==> config.mk <==
export PLATFORM = sky130hd
export DESIGN_NAME = adc_frontend_top
export DESIGN_NICKNAME = d
export VERILOG_FILES = /design/src/adc_pkg.sv /design/src/calib_regs.sv /design/src/adc_channel.sv /design/src/dac_out_stage.sv /design/src/adc_frontend_top.sv
export SDC_FILE = /design/constraint.sdc
export NUM_CORES = 1
export LEC_CHECK = 0
export BUFFER_PORTS_ARGS = -buffer_cell sky130_fd_sc_hd__buf_2
export CORE_ASPECT_RATIO = 1.4
export CORE_MARGIN = 3
export CORE_UTILIZATION = 60
export CTS_CLUSTER_DIAMETER = 60
export DETAILED_ROUTE_END_ITERATION = 6
export PLACE_DENSITY = 0.75
export SLEW_MARGIN = 30
export SYNTH_ARGS = -nofsm -noshare
export SYNTH_HDL_FRONTEND = slang
export SYNTH_SLANG_ARGS = --single-unit
==> constraint.sdc <==
create_clock -name adc_clk -period 16.65 [get_ports adc_clk]
set_clock_uncertainty 0.05 [all_clocks]
set_input_delay 3.33 -clock adc_clk [delete_from_list [all_inputs] [get_ports adc_clk]]
set_output_delay 3.33 -clock adc_clk [all_outputs]
set_load 0.005 [all_outputs]
==> src/adc_pkg.sv <==
////////////////////
// shared widths, sample types and calibration constants
// for the two-channel analog input path
////////////////////

`default_nettype none

package adc_pkg;

  ////////////////////
  // widths
  ////////////////////

  // ADC and DAC words
  localparam int unsigned RAW_W  = 14;
  localparam int unsigned SMP_W  = 14;
  localparam int unsigned DAC_W  = 14;
  // calibration
  localparam int unsigned GAIN_W = 16;
  localparam int unsigned OFS_W  = 14;
  localparam int unsigned PRD_W  = SMP_W + GAIN_W;
  // configuration port
  localparam int unsigned ADR_W  = 4;
  localparam int unsigned CFG_W  = 16;

  ////////////////////
  // types
  ////////////////////

  // offset binary, straight from the converter
  typedef logic        [RAW_W-1:0]  raw_t;
  typedef logic signed [SMP_W-1:0]  sample_t;
  // fixed point, GAIN_FRAC fraction bits
  typedef logic signed [GAIN_W-1:0] gain_t;
  typedef logic signed [OFS_W-1:0]  offset_t;
  // full product before the shift
  typedef logic signed [PRD_W-1:0]  product_t;
  typedef logic        [DAC_W-1:0]  dac_t;
  typedef logic        [ADR_W-1:0]  cfg_addr_t;
  typedef logic        [CFG_W-1:0]  cfg_data_t;

  ////////////////////
  // constants
  ////////////////////

  localparam int unsigned GAIN_FRAC = 14;
  // unity gain, reset value of every gain register
  localparam gain_t   GAIN_ONE = gain_t'(1 << GAIN_FRAC);
  // saturation limits of the calibrated sample
  localparam sample_t SMP_MAX  = sample_t'(8191);
  localparam sample_t SMP_MIN  = sample_t'(-8192);
  // negative-slope DAC code for a zero sample
  localparam dac_t    DAC_ZERO = {1'b0, {(DAC_W-1){1'b1}}};

endpackage : adc_pkg

`default_nettype wire

==> src/calib_regs.sv <==
////////////////////
// calibration register bank
// per-channel gain and offset written over a four-phase req/ack port
////////////////////

`timescale 1ns/1ns
`default_nettype none

module calib_regs
  import adc_pkg::*;
#(
  parameter int unsigned NCH = 2
)(
  input  wire                     adc_clk,
  input  wire                     top_rst,
  // configuration write port
  input  logic                    cfg_req_i,
  input  cfg_addr_t               cfg_addr_i,
  input  cfg_data_t               cfg_data_i,
  output logic                    cfg_ack_o,
  // calibration values, one pair per channel
  output gain_t     [NCH-1:0]     gain_o,
  output offset_t   [NCH-1:0]     offset_o
);

  ////////////////////
  // handshake FSM
  ////////////////////

  typedef enum logic {
    ST_IDLE,
    ST_ACKED
  } state_t;

  state_t state;

  always_ff @(posedge adc_clk, posedge top_rst) begin
    if (top_rst) begin
      state <= ST_IDLE;
    end else begin
      case (state)
        // new request only from idle so one write per request
        ST_IDLE:  if (cfg_req_i)  state <= ST_ACKED;
        // wait for the master to drop req
        ST_ACKED: if (!cfg_req_i) state <= ST_IDLE;
        default:  state <= ST_IDLE;
      endcase
    end
  end

  // ack follows the state register directly
  assign cfg_ack_o = (state == ST_ACKED);

  ////////////////////
  // address decode
  ////////////////////

  logic [2:0] wr_ch;
  logic       wr_sel;
  logic       wr_en;

  // even address gain, odd address offset
  assign wr_ch   = cfg_addr_i[ADR_W-1:1];
  assign wr_sel  = cfg_addr_i[0];
  // store on the edge that raises ack
  assign wr_en   = (state == ST_IDLE) && cfg_req_i;

  ////////////////////
  // register file
  ////////////////////

  always_ff @(posedge adc_clk, posedge top_rst) begin
    if (top_rst) begin
      for (int k = 0; k < NCH; k++) begin
        gain_o[k]   <= GAIN_ONE;
        offset_o[k] <= '0;
      end
    end else if (wr_en) begin
      // addresses past the last channel match no k and are dropped
      for (int k = 0; k < NCH; k++) begin
        if (wr_ch == 3'(k)) begin
          if (wr_sel) begin
            // offset uses the low bits only
            offset_o[k] <= offset_t'(cfg_data_i[OFS_W-1:0]);
          end else begin
            gain_o[k]   <= gain_t'(cfg_data_i);
          end
        end
      end
    end
  end

endmodule : calib_regs

`default_nettype wire

==> src/adc_channel.sv <==
////////////////////
// one ADC channel: input register, offset binary to two's complement,
// gain multiply, shift, offset add and saturation
////////////////////

`timescale 1ns/1ns
`default_nettype none

module adc_channel
  import adc_pkg::*;
(
  input  wire      adc_clk,
  input  wire      top_rst,
  // raw converter word, new one every clock
  input  raw_t     raw_i,
  // calibration from the register bank
  input  gain_t    gain_i,
  input  offset_t  offset_i,
  // calibrated sample, 3 clocks after raw_i
  output sample_t  cal_o
);

  ////////////////////
  // stage 1: input register
  ////////////////////

  sample_t  smp_r;
  sample_t  smp_nxt;

  // top bit kept, rest inverted
  // negative slope of the analog front end folded in here
  assign smp_nxt = sample_t'({raw_i[RAW_W-1], ~raw_i[RAW_W-2:0]});

  always_ff @(posedge adc_clk, posedge top_rst) begin
    if (top_rst) begin
      smp_r <= '0;
    end else begin
      smp_r <= smp_nxt;
    end
  end

  ////////////////////
  // stage 2: product register
  ////////////////////

  product_t prod_r;

  // both operands signed, extended to the full product width
  always_ff @(posedge adc_clk, posedge top_rst) begin
    if (top_rst) begin
      prod_r <= '0;
    end else begin
      prod_r <= smp_r * gain_i;
    end
  end

  ////////////////////
  // stage 3: shift, offset, saturate
  ////////////////////

  product_t shift_w;
  product_t sum_w;
  sample_t  sat_w;
  sample_t  sat_r;

  // drop the fraction bits, sign preserved
  assign shift_w = prod_r >>> GAIN_FRAC;

  // offset added at full width, no wrap possible here
  assign sum_w   = shift_w + product_t'(offset_i);

  // clamp to the sample range
  always_comb begin
    if (sum_w > product_t'(SMP_MAX)) begin
      sat_w = SMP_MAX;
    end else if (sum_w < product_t'(SMP_MIN)) begin
      sat_w = SMP_MIN;
    end else begin
      sat_w = sample_t'(sum_w);
    end
  end

  always_ff @(posedge adc_clk, posedge top_rst) begin
    if (top_rst) begin
      sat_r <= '0;
    end else begin
      sat_r <= sat_w;
    end
  end

  // to the DAC output stage
  assign cal_o = sat_r;

endmodule : adc_channel

`default_nettype wire

==> src/dac_out_stage.sv <==
////////////////////
// DAC output stage: negative-slope re-encode and output register
////////////////////

`timescale 1ns/1ns
`default_nettype none

module dac_out_stage
  import adc_pkg::*;
#(
  parameter int unsigned NCH = 2
)(
  input  wire                 adc_clk,
  input  wire                 top_rst,
  // calibrated samples from every channel
  input  sample_t [NCH-1:0]   cal_i,
  // one DAC word per channel
  output dac_t    [NCH-1:0]   dac_dat_o
);

  ////////////////////
  // encode
  ////////////////////

  dac_t [NCH-1:0] dac_nxt;

  // sign kept, magnitude bits inverted
  // signed to unsigned plus slope flip in one step
  always_comb begin
    for (int k = 0; k < NCH; k++) begin
      dac_nxt[k] = {cal_i[k][SMP_W-1], ~cal_i[k][SMP_W-2:0]};
    end
  end

  ////////////////////
  // output register
  ////////////////////

  // comes out of reset showing the zero sample code
  always_ff @(posedge adc_clk, posedge top_rst) begin
    if (top_rst) begin
      for (int k = 0; k < NCH; k++) begin
        dac_dat_o[k] <= DAC_ZERO;
      end
    end else begin
      dac_dat_o <= dac_nxt;
    end
  end

endmodule : dac_out_stage

`default_nettype wire

==> src/adc_frontend_top.sv <==
////////////////////
// analog input path top level
// register bank, NCH calibrated channels and the DAC output stage
////////////////////

`timescale 1ns/1ns
`default_nettype none

module adc_frontend_top
  import adc_pkg::*;
#(
  // 1 to 8, limited by the 4-bit register address
  parameter int unsigned NCH = 2
)(
  input  wire                  adc_clk,
  input  wire                  top_rst,
  // ADC samples, offset binary, always valid
  input  raw_t    [NCH-1:0]    adc_dat_i,
  // configuration write port
  input  logic                 cfg_req_i,
  input  cfg_addr_t            cfg_addr_i,
  input  cfg_data_t            cfg_data_i,
  output logic                 cfg_ack_o,
  // DAC words, 4 clocks after the ADC sample
  output dac_t    [NCH-1:0]    dac_dat_o
);

  ////////////////////
  // local wires
  ////////////////////

  // calibration per channel
  gain_t   [NCH-1:0] gain;
  offset_t [NCH-1:0] offset;
  // calibrated samples toward the DAC
  sample_t [NCH-1:0] cal;

  ////////////////////
  // register bank
  ////////////////////

  calib_regs #(
    .NCH        (NCH)
  ) calib_regs_i (
    .adc_clk    (adc_clk),
    .top_rst    (top_rst),
    .cfg_req_i  (cfg_req_i),
    .cfg_addr_i (cfg_addr_i),
    .cfg_data_i (cfg_data_i),
    .cfg_ack_o  (cfg_ack_o),
    .gain_o     (gain),
    .offset_o   (offset)
  );

  ////////////////////
  // channels
  ////////////////////

  for (genvar k = 0; k < NCH; k++) begin : g_ch
    adc_channel adc_channel_i (
      .adc_clk  (adc_clk),
      .top_rst  (top_rst),
      .raw_i    (adc_dat_i[k]),
      .gain_i   (gain[k]),
      .offset_i (offset[k]),
      .cal_o    (cal[k])
    );
  end : g_ch

  ////////////////////
  // DAC output
  ////////////////////

  dac_out_stage #(
    .NCH       (NCH)
  ) dac_out_stage_i (
    .adc_clk   (adc_clk),
    .top_rst   (top_rst),
    .cal_i     (cal),
    .dac_dat_o (dac_dat_o)
  );

endmodule : adc_frontend_top

`default_nettype wire

==> run metrics, run 1 <==
status=finished, final reports clean; CTS resizes=0; number of max-cap violations=0; actual slew at the worst max-slew pin=909 ps; Total GRT Usage=29.2%; Synth Area in Compound Gates=5.37%; post-synth cell types=61; Initial Utilization=61.1%; depth of the CTS H-tree=4; setup tns final=0 ps; R2R depth=22; core area=37800 um^2; fin area=24500 um^2; crit path capture type=flip-flop; Critical Path Max Stage Delay=610 ps; crit path launch type=flip-flop; Tcrit/Tclk final=40.5%; crit path max fanout=15; CP Cell Sequence=and2_1, fa_1, inv_1, fa_1, inv_1, fa_1, inv_1, fa_1, inv_1, fa_1, inv_1, fa_1, inv_1, ha_1, nand3_1, nor2_1, a2bb2oi_1, o21ai_2, a2111oi_4, nor3_1, a2111oi_2, xnor2_1; clock-pin transition on the worst setup and hold timing paths=80 ps; fill count=3025; clk sink count=177; initial DRC count=868; Post-CTS Setup Repair Bufs=0; Clk Tree Root Cell=clkbuf_16; CTS tree=built; CTS buffer count=17; CP arrival=7070 ps; Vias per Instance=5.58; first-pass GRT wire length=91.2 mm; CTS Buffer Depth=2; overall die area=41000 um^2; IO Count=80; Storage cell area=4460 um^2; DR pass1 iterations=5; Hold Vio Cnt, Final=0; Die Span X=172 um; Tightest Hold Check Type=reg -> reg; via count=15700; Total Routed Length=55.2 mm; fin crit period=6740 ps; register area share after synthesis=19.3%; HPWL after DPL=44.6 mm; vias in the first global route=18200; drt drc=0; total grt overflow=0; Critical path buffers and inverters=6; Area Growth Syn to Fin=5.75%; #FFs+latches synth=177; Crit Path Class=reg -> reg; FF-to-FF setup slack=9910 ps; Worst EP required=16980 ps; largest net degree at the start of global routing=111; RSZ-0062 raised after global routing=false; Simple-Gate Fraction of Synth Area=12.3%; fin util=64.6%; Post-Synth XOR/XNOR Area=2.80%; synthesized area=23100 um^2; later-pin clock latency in the skew report=460 ps; Max Freq=148 MHz; gate count after technology mapping=2298; number of synthesized flops with an enable pin=0; initial antenna violation count=1; mux cell area share after synthesis=2.92%; Port Buffer Count=79; Site Rows=84; CP delay by family, top=adder cells; Hold WS=302 ps; Synth Area in Adders=47.0%; YS warnings=0; prevailing post-synth register cell=dfrtp_1; post-route ant nets=0; Max stage delay cell, worst path=fa_1; relative slew slack=39.4%; Post-synth ARST share=100%; fin. max-slew vios=0; Antenna diodes=0; Syn Area/Cell=10.1 um^2; placer congestion estimate=0.909; Final #Nets=2985; Placed Instance Area=23900 um^2; Die Ht=238 um; main combinational cell family by area after synthesis=adder cells; cts hold-fix bufs=0; Hold Crit Depth=1; Final setup viols=0; area of the multi-input gates=16300 um^2; share of layout cells above drive strength 1=9.40%; critical path depth=22; wire per inst=19.6 um; Post-Syn Nets=2955
area by class of cell:
class,instances,area share [%]
Clock buffer,18,1.80
Inverter,561,8.64
Tap cell,473,2.42
Timing Repair Buffer,81,1.69
Clock inverter,14,0.599
Sequential cell,177,18.3
Multi-Input combinational cell,1490,66.6
flip-flops by register name, indices dropped and copies added (netlist names):
signal and flops:
calib_regs_i.offset_o 28, calib_regs_i.gain_o 32, dac_out_stage_i.dac_dat_o 28, g_ch.adc_channel_i.smp_r 28, g_ch.adc_channel_i.cal_o 28, g_ch.adc_channel_i.prod_r 32
calib_regs_i.cfg_ack_o 1
cell families after synthesis:
group           Yosys count
flops                   177
fa+ha+maj               606
buf+inv                 631
xor+xnor                 74
mux                      60
compound gates          184
simple gates            566
worst reg2reg max path: cells and delay by family (launching register included):
kind | cells | cell delay [ps]
adders and majority gates | 7 | 3420
AOI/OAI and AO/OA | 4 | 1450
and+or+nand+nor | 4 | 630
DFF | 1 | 600
buffers and inverters | 6 | 350
xor gates and xnor gates | 1 | 160
routing by layer:
| metal | vias up | track usage [%] | wire [um] |
|---|---|---|---|
| met2 | 515 | 53.2 | 29700 |
| met3 | 258 | 4.16 | 2360 |
| met5 | - | 0 | 11 |
| li1 | 6922 | - | - |
| met1 | 8010 | 30.1 | 18400 |
| met4 | 2 | 21.0 | 4810 |
worst paths after layout:
kind / end / startpoint
setup reg to reg: g_ch[0].adc_channel_i.prod_r[29]$_DFF_PP0_ / calib_regs_i.gain_o[7]$_DFFE_PP0P_
setup / recovery: g_ch[0].adc_channel_i.prod_r[29]$_DFF_PP0_ / calib_regs_i.gain_o[7]$_DFFE_PP0P_
hold reg to reg: dac_out_stage_i.dac_dat_o[16]$_DFF_PP1_ / g_ch[1].adc_channel_i.cal_o[2]$_DFF_PP0_
min in group asynchronous: g_ch[1].adc_channel_i.cal_o[10]$_DFF_PP0_ / top_rst
max in group asynchronous: g_ch[0].adc_channel_i.smp_r[8]$_DFF_PP0_ / top_rst
hold / removal: dac_out_stage_i.dac_dat_o[16]$_DFF_PP1_ / g_ch[1].adc_channel_i.cal_o[2]$_DFF_PP0_
cell usage in the layout (no fill, tap or decap), drive strengths merged, types with 3 or more instances in the layout:
cell,instances
nor3,9
fa,438
clkbuf,18
nor2,61
o31ai,3
xnor2,52
buf,81
and3,8
nand2b,13
inv,566
nand2,206
clkinv,9
nand3,16
nand4,8
a21oi,41
a211o,4
a21o,15
o211ai,7
a31oi,3
o311ai,3
a2111oi,6
dfrtp,149
nor2b,3
dfstp,28
mux2,60
o21a,14
a211oi,8
o21ai,54
ha,168
and2,232
xor2,22
a21boi,3
o21bai,7
stage by stage:
stage                     setup slack, ps  cells
after floorplan                      8510   2298
after global placement              10110   2781
after detailed placement            10040   2782
after CTS                           10000   2814
after global routing                 9590   2814
final                                9910   2814
Yosys cell counts, types with 8 or more instances:
cell        n  area (um^2)
a21o_1     13         97.6
a21oi_1    41          205
and2_1    232         1450
and3_1      8         50.1
clkbuf_1   66          248
dfrtp_1   149         3730
dfstp_2    28          736
fa_1      438         8770
ha_1      168         2100
inv_1     561         2110
mux2_2     60          676
nand2_1   206          773
nand2b_1   13         81.3
nand3_1    16         80.1
nand4_1     8         50.1
nor2_1     61          229
nor3_1      9         45.0
o21a_1     14          105
o21ai_0    45          225
xnor2_1    52          455
xor2_1     22          193
Power of run 1 is not shown: default switching activity piles up to over one toggle a cycle in this logic, so the estimate is an artifact.
==> run 2, diff against run 1 <==
clock period = 6.95 ns   (was 16.65 ns; I/O delays follow)
==> run metrics, run 2 (same netlist as run 1, synthesis figures left out) <==
IO Count=80 (unchanged); overall die area=41000 um^2 (unchanged); Die Ht=238 um (unchanged); Final #Nets=2996 (+0.37%); Total Routed Length=55.3 mm (+0.19%); Regs by FF count=calib_regs_i.gain_o (32), g_ch.adc_channel_i.prod_r (32); grt met1 use=30.6% (+0.55 points); core area=37800 um^2 (unchanged); DR pass1 iterations=7 (+2); grt met2 use=53.2% (unchanged); CTS buffer count=17 (unchanged); share of layout cells above drive strength 1=9.74% (+0.34 points); actual slew at the worst max-slew pin=853 ps (-56.4 ps); beginning of the worst register-to-register path=g_ch[0].adc_channel_i.smp_r[1]$_DFF_PP0_; Tightest Hold Check Type=reg -> reg; status=finished, final reports clean; Final setup viols=0 (unchanged); initial DRC count=813 (-6.3%); cts hold-fix bufs=0 (unchanged); Area Growth Syn to Fin=6.05%; CP arrival=6800 ps (-270 ps); wire per inst=19.6 um (-0.24%); total grt overflow=0 (unchanged); Initial Utilization=61.1% (unchanged); Worst Hold Path EP=dac_out_stage_i.dac_dat_o[2]$_DFF_PP1_; crit path capture type=flip-flop; Die Span X=172 um (unchanged); clock-pin transition on the worst setup and hold timing paths=70 ps (about the same); setup tns final=0 ps (unchanged); fill count=3020 (-0.17%); FF-to-FF setup slack=470 ps (-9440 ps); commonest non-fill, non-tap cell in the layout=inv_1; GRT Max-Usage Layer=met2; placer congestion estimate=0.977 (+7.5%); Clk Tree Root Cell=clkbuf_16; fin. max-slew vios=0 (unchanged); crit path max fanout=16 (+1); Worst EP required=7270 ps (-9710 ps); Port Buffer Count=79 (unchanged); Hold Vio Cnt, Final=0 (unchanged); initial antenna violation count=1 (unchanged); met3 Use GR=3.25% (-0.91 points); Hold Crit Depth=1 (unchanged); Vias per Instance=5.61 (+0.51%); number of max-cap violations=0 (unchanged); Crit Path Class=reg -> reg; CTS tree=built; drt drc=0 (unchanged); clk sink count=177 (unchanged); CTS Buffer Depth=2 (unchanged); fin crit period=6480 ps (-259 ps); via count=15900 (+0.94%); most frequent cells in the layout=inv_1 (560), fa_1 (438), and2_1 (232); depth of the CTS H-tree=4 (unchanged); Tcrit/Tclk final=93.3% (+53 points); first-pass GRT wire length=90.4 mm (-0.85%); Post-CTS Setup Repair Bufs=0 (unchanged); Max Freq=154 MHz (+4.0%); Total GRT Usage=29.0% (-0.20 points); R2R depth=20 (-9.1%); crit path launch type=flip-flop; HPWL after DPL=45.0 mm (+0.82%); Critical R2R Capture=g_ch[0].adc_channel_i.prod_r[29]$_DFF_PP0_; vias in the first global route=17900 (-1.7%); later-pin clock latency in the skew report=450 ps (about the same); largest net degree at the start of global routing=111 (unchanged); Site Rows=84 (unchanged); RSZ-0062 raised after global routing=false; hold path start=g_ch[0].adc_channel_i.cal_o[2]$_DFF_PP0_; post-route ant nets=0 (unchanged); CTS resizes=0 (unchanged); relative slew slack=43.0% (+3.6 points)
## run 2: cell types whose count changed in the layout (fill, tap and decap cells not counted), sizes merged
cell      before  now
buf           81   92
bufinv         0    1
clkbuf        18   20
clkinv         9    3
clkinvlp       0    4
diode          0    1
inv          566  565
## run 2: cell type report
cell class,count,area [um^2],share of cell area (%)
diodes,1,2.50,0.0102
clock buffers,20,437,1.78
well taps,473,592,2.41
clock inverters,12,130,0.530
inverters,561,2110,8.62
multi-input cells,1490,16300,66.4
repair buffers,92,500,2.04
flip-flops and latches,177,4470,18.2
## run 2: critical path, cell delays in order, from the launching register on
cell and delay, ps:
dfrtp_1 610, and2_1 260, ha_1 420, inv_1 100
fa_1 730, inv_1 170, fa_1 480, fa_1 460
fa_1 510, inv_1 50, fa_1 510, inv_1 50
ha_1 310, a21oi_1 130, o21ai_0 140, a211oi_1 270
nor2_1 140, a2111oi_4 370, nor3_1 120, a2111oi_2 370
xnor2_1 150
## run 2: how the worst max path moves through the flow
| stage | start | to | slack [ps] | depth (start not counted) |
|---|---|---|---|---|
| 2_1_floorplan | top_rst | calib_regs_i.cfg_ack_o$_DFF_PP0_ | 750 | 1 |
| 3_3_place_gp | calib_regs_i.gain_o[7]$_DFFE_PP0P_ | g_ch[0].adc_channel_i.prod_r[29]$_DFF_PP0_ | 450 | 22 |
| 3_5_place_dp | calib_regs_i.gain_o[7]$_DFFE_PP0P_ | g_ch[0].adc_channel_i.prod_r[29]$_DFF_PP0_ | 490 | 22 |
| 4_1_cts | g_ch[0].adc_channel_i.smp_r[2]$_DFF_PP0_ | g_ch[0].adc_channel_i.prod_r[29]$_DFF_PP0_ | 450 | 19 |
| 5_1_grt | g_ch[0].adc_channel_i.smp_r[1]$_DFF_PP0_ | g_ch[0].adc_channel_i.prod_r[29]$_DFF_PP0_ | 20 | 20 |
| 6_report | g_ch[0].adc_channel_i.smp_r[1]$_DFF_PP0_ | g_ch[0].adc_channel_i.prod_r[29]$_DFF_PP0_ | 470 | 20 |
## run 2: through the flow
| stage | hold WS [ps] | util [%] | setup slack (ps) | cells | instance area (um^2) |
|---|---|---|---|---|---|
| final | 300 | 64.8 | 467 | 2826 | 24500 |
| after global routing | 308 | 64.8 | 15.6 | 2825 | 24500 |
| after CTS | 303 | 64.8 | 453 | 2825 | 24500 |
| after detailed placement | 289 | 63.3 | 486 | 2793 | 24000 |
| after global placement | 287 | 63.3 | 449 | 2792 | 23900 |
| after floorplan | 281 | - | 754 | 2298 | 23100 |
## run 2: routing by layer
metal | vias up | share of wire [%]
li1 | 6946 | -
met1 | 8136 | 34
met2 | 539 | 54
met3 | 233 | 4.0
met4 | 0 | 8.1
met5 | - | 0
Power of run 2 is left out for the same reason.
==> run 3, diff against run 2 <==
CORE_UTILIZATION = 54   (was 60)
PLACE_DENSITY = 0.69   (was 0.75)
==> run metrics, run 3 (same netlist as run 1, synthesis figures left out) <==
status=finished, final reports clean; clock-pin transition on the worst setup and hold timing paths=90 ps (+20 ps); Hold Vio Cnt, Final=0 (unchanged); Regs by FF count=calib_regs_i.gain_o (32), g_ch.adc_channel_i.prod_r (32); CTS buffer count=17 (unchanged); Die Span X=181 um (+5.2%); FF-to-FF setup slack=390 ps (-80 ps); crit path max fanout=16 (unchanged); Crit. Startpoint=g_ch[1].adc_channel_i.smp_r[5]$_DFF_PP0_; Initial Utilization=54.8% (-6.3 points); setup tns final=0 ps (unchanged); Final setup viols=0 (unchanged); cts hold-fix bufs=0 (unchanged); first-pass GRT wire length=91.7 mm (+1.4%); number of max-cap violations=0 (unchanged); initial DRC count=678 (-17%); post-route ant nets=0 (unchanged); Area Growth Syn to Fin=6.68%; hold path start=g_ch[1].adc_channel_i.cal_o[1]$_DFF_PP0_; share of layout cells above drive strength 1=10.0% (+0.28 points); crit path launch type=flip-flop; later-pin clock latency in the skew report=460 ps (about the same); relative slew slack=47.3% (+4.3 points); Layout Cells excl Fill=2902 (+2.7%); Total GRT Usage=25.9% (-3.0 points); depth of the CTS H-tree=4 (unchanged); Final #Nets=3000 (+0.13%); Antenna diodes=0 (-1); CP arrival=6890 ps (+90 ps); Vias per Instance=5.39 (-3.9%); Die Ht=251 um (+5.3%); Post-CTS Setup Repair Bufs=0 (unchanged); CTS tree=built; Crit Path Class=reg -> reg; overall die area=45400 um^2 (+11%); IO Count=80 (unchanged); wire per inst=19.0 um (-2.8%); CTS Buffer Depth=2 (unchanged); initial antenna violation count=2 (+1); fill count=3634 (+20%); Tightest Hold Check Type=reg -> reg; fin. max-slew vios=0 (unchanged); Tcrit/Tclk final=94.4% (+1.1 points); actual slew at the worst max-slew pin=782 ps (-70.5 ps); Total Routed Length=55.2 mm (-0.19%); Clk Tree Root Cell=clkbuf_16; fin crit period=6560 ps (+75.9 ps); drt drc=0 (unchanged); clk sink count=177 (unchanged); Site Rows=89 (+6.0%); HPWL after DPL=45.2 mm (+0.35%); dpl cells=2868 (+2.7%); RSZ-0062 raised after global routing=false; DR pass1 iterations=5 (-2); crit path capture type=flip-flop; fin util=58.5% (-6.4 points); vias in the first global route=18000 (+0.47%); via count=15600 (-1.3%); commonest non-fill, non-tap cell in the layout=inv_1; Port Buffer Count=79 (unchanged); total grt overflow=0 (unchanged); placer congestion estimate=0.931 (-4.7%); Max Freq=152 MHz (-1.2%); core area=42200 um^2 (+12%); Worst EP required=7280 ps (about the same); beginning of the worst register-to-register path=g_ch[1].adc_channel_i.smp_r[5]$_DFF_PP0_; most frequent cells in the layout=inv_1 (560), fa_1 (438), and2_1 (232); largest net degree at the start of global routing=134 (+21%)
## run 3: final timing paths
check	depth (start not counted)	endpoint
max	19	g_ch[1].adc_channel_i.prod_r[29]$_DFF_PP0_
min	1	dac_out_stage_i.dac_dat_o[15]$_DFF_PP1_
max in group asynchronous	3	calib_regs_i.gain_o[27]$_DFFE_PP0P_
min in group asynchronous	2	g_ch[0].adc_channel_i.cal_o[10]$_DFF_PP0_
min reg2reg	1	dac_out_stage_i.dac_dat_o[15]$_DFF_PP1_
max reg2reg	19	g_ch[1].adc_channel_i.prod_r[29]$_DFF_PP0_
## run 3: area by class of cell
class | instances | area (um^2) | share of cell area, %
flip-flops and latches | 177 | 4470 | 18.1
clock inverters | 15 | 169 | 0.685
repair buffers | 96 | 524 | 2.12
inverters | 561 | 2120 | 8.58
multi-input cells | 1490 | 16300 | 66.0
well taps | 546 | 683 | 2.77
clock buffers | 17 | 425 | 1.72
## run 3: what timing repair did
action / CTS / global route
hold endpoints to repair: 0 / 0
setup endpoints to repair: 0 / 1
resized for setup: 0 / 1
## run 3: critical path, stage by stage, from the launching register on
cell and delay [ps]:
dfrtp_1 740, nand2_1 170, fa_1 530, fa_1 510, inv_1 50, fa_1 560, fa_1 430, fa_1 500
inv_1 60, fa_1 470, inv_1 40, ha_1 320, o21a_1 220, a2111oi_1 730, o221a_2 340, nand2_1 80
o211ai_1 170, nand4b_1 160, a21oi_1 210, xnor2_1 130
## run 3: routing by layer
metal	wire (um)	global-route usage, %
met1	18700	27.2
met5	13	0
met4	4540	17.2
met3	1860	2.69
met2	30100	48.8
## run 3: per-stage QoR
| step | hold WS [ps] | setup WS, ps | instance area, um^2 |
|---|---|---|---|
| 4_1_cts | 302 | 367 | 24700 |
| 2_1_floorplan | 281 | 754 | 23100 |
| 5_1_grt | 303 | 4.73 | 24700 |
| 6_report | 292 | 391 | 24700 |
| 3_5_place_dp | 288 | 402 | 24100 |
| 3_3_place_gp | 283 | 465 | 24100 |
Power of run 3 is left out for the same reason.
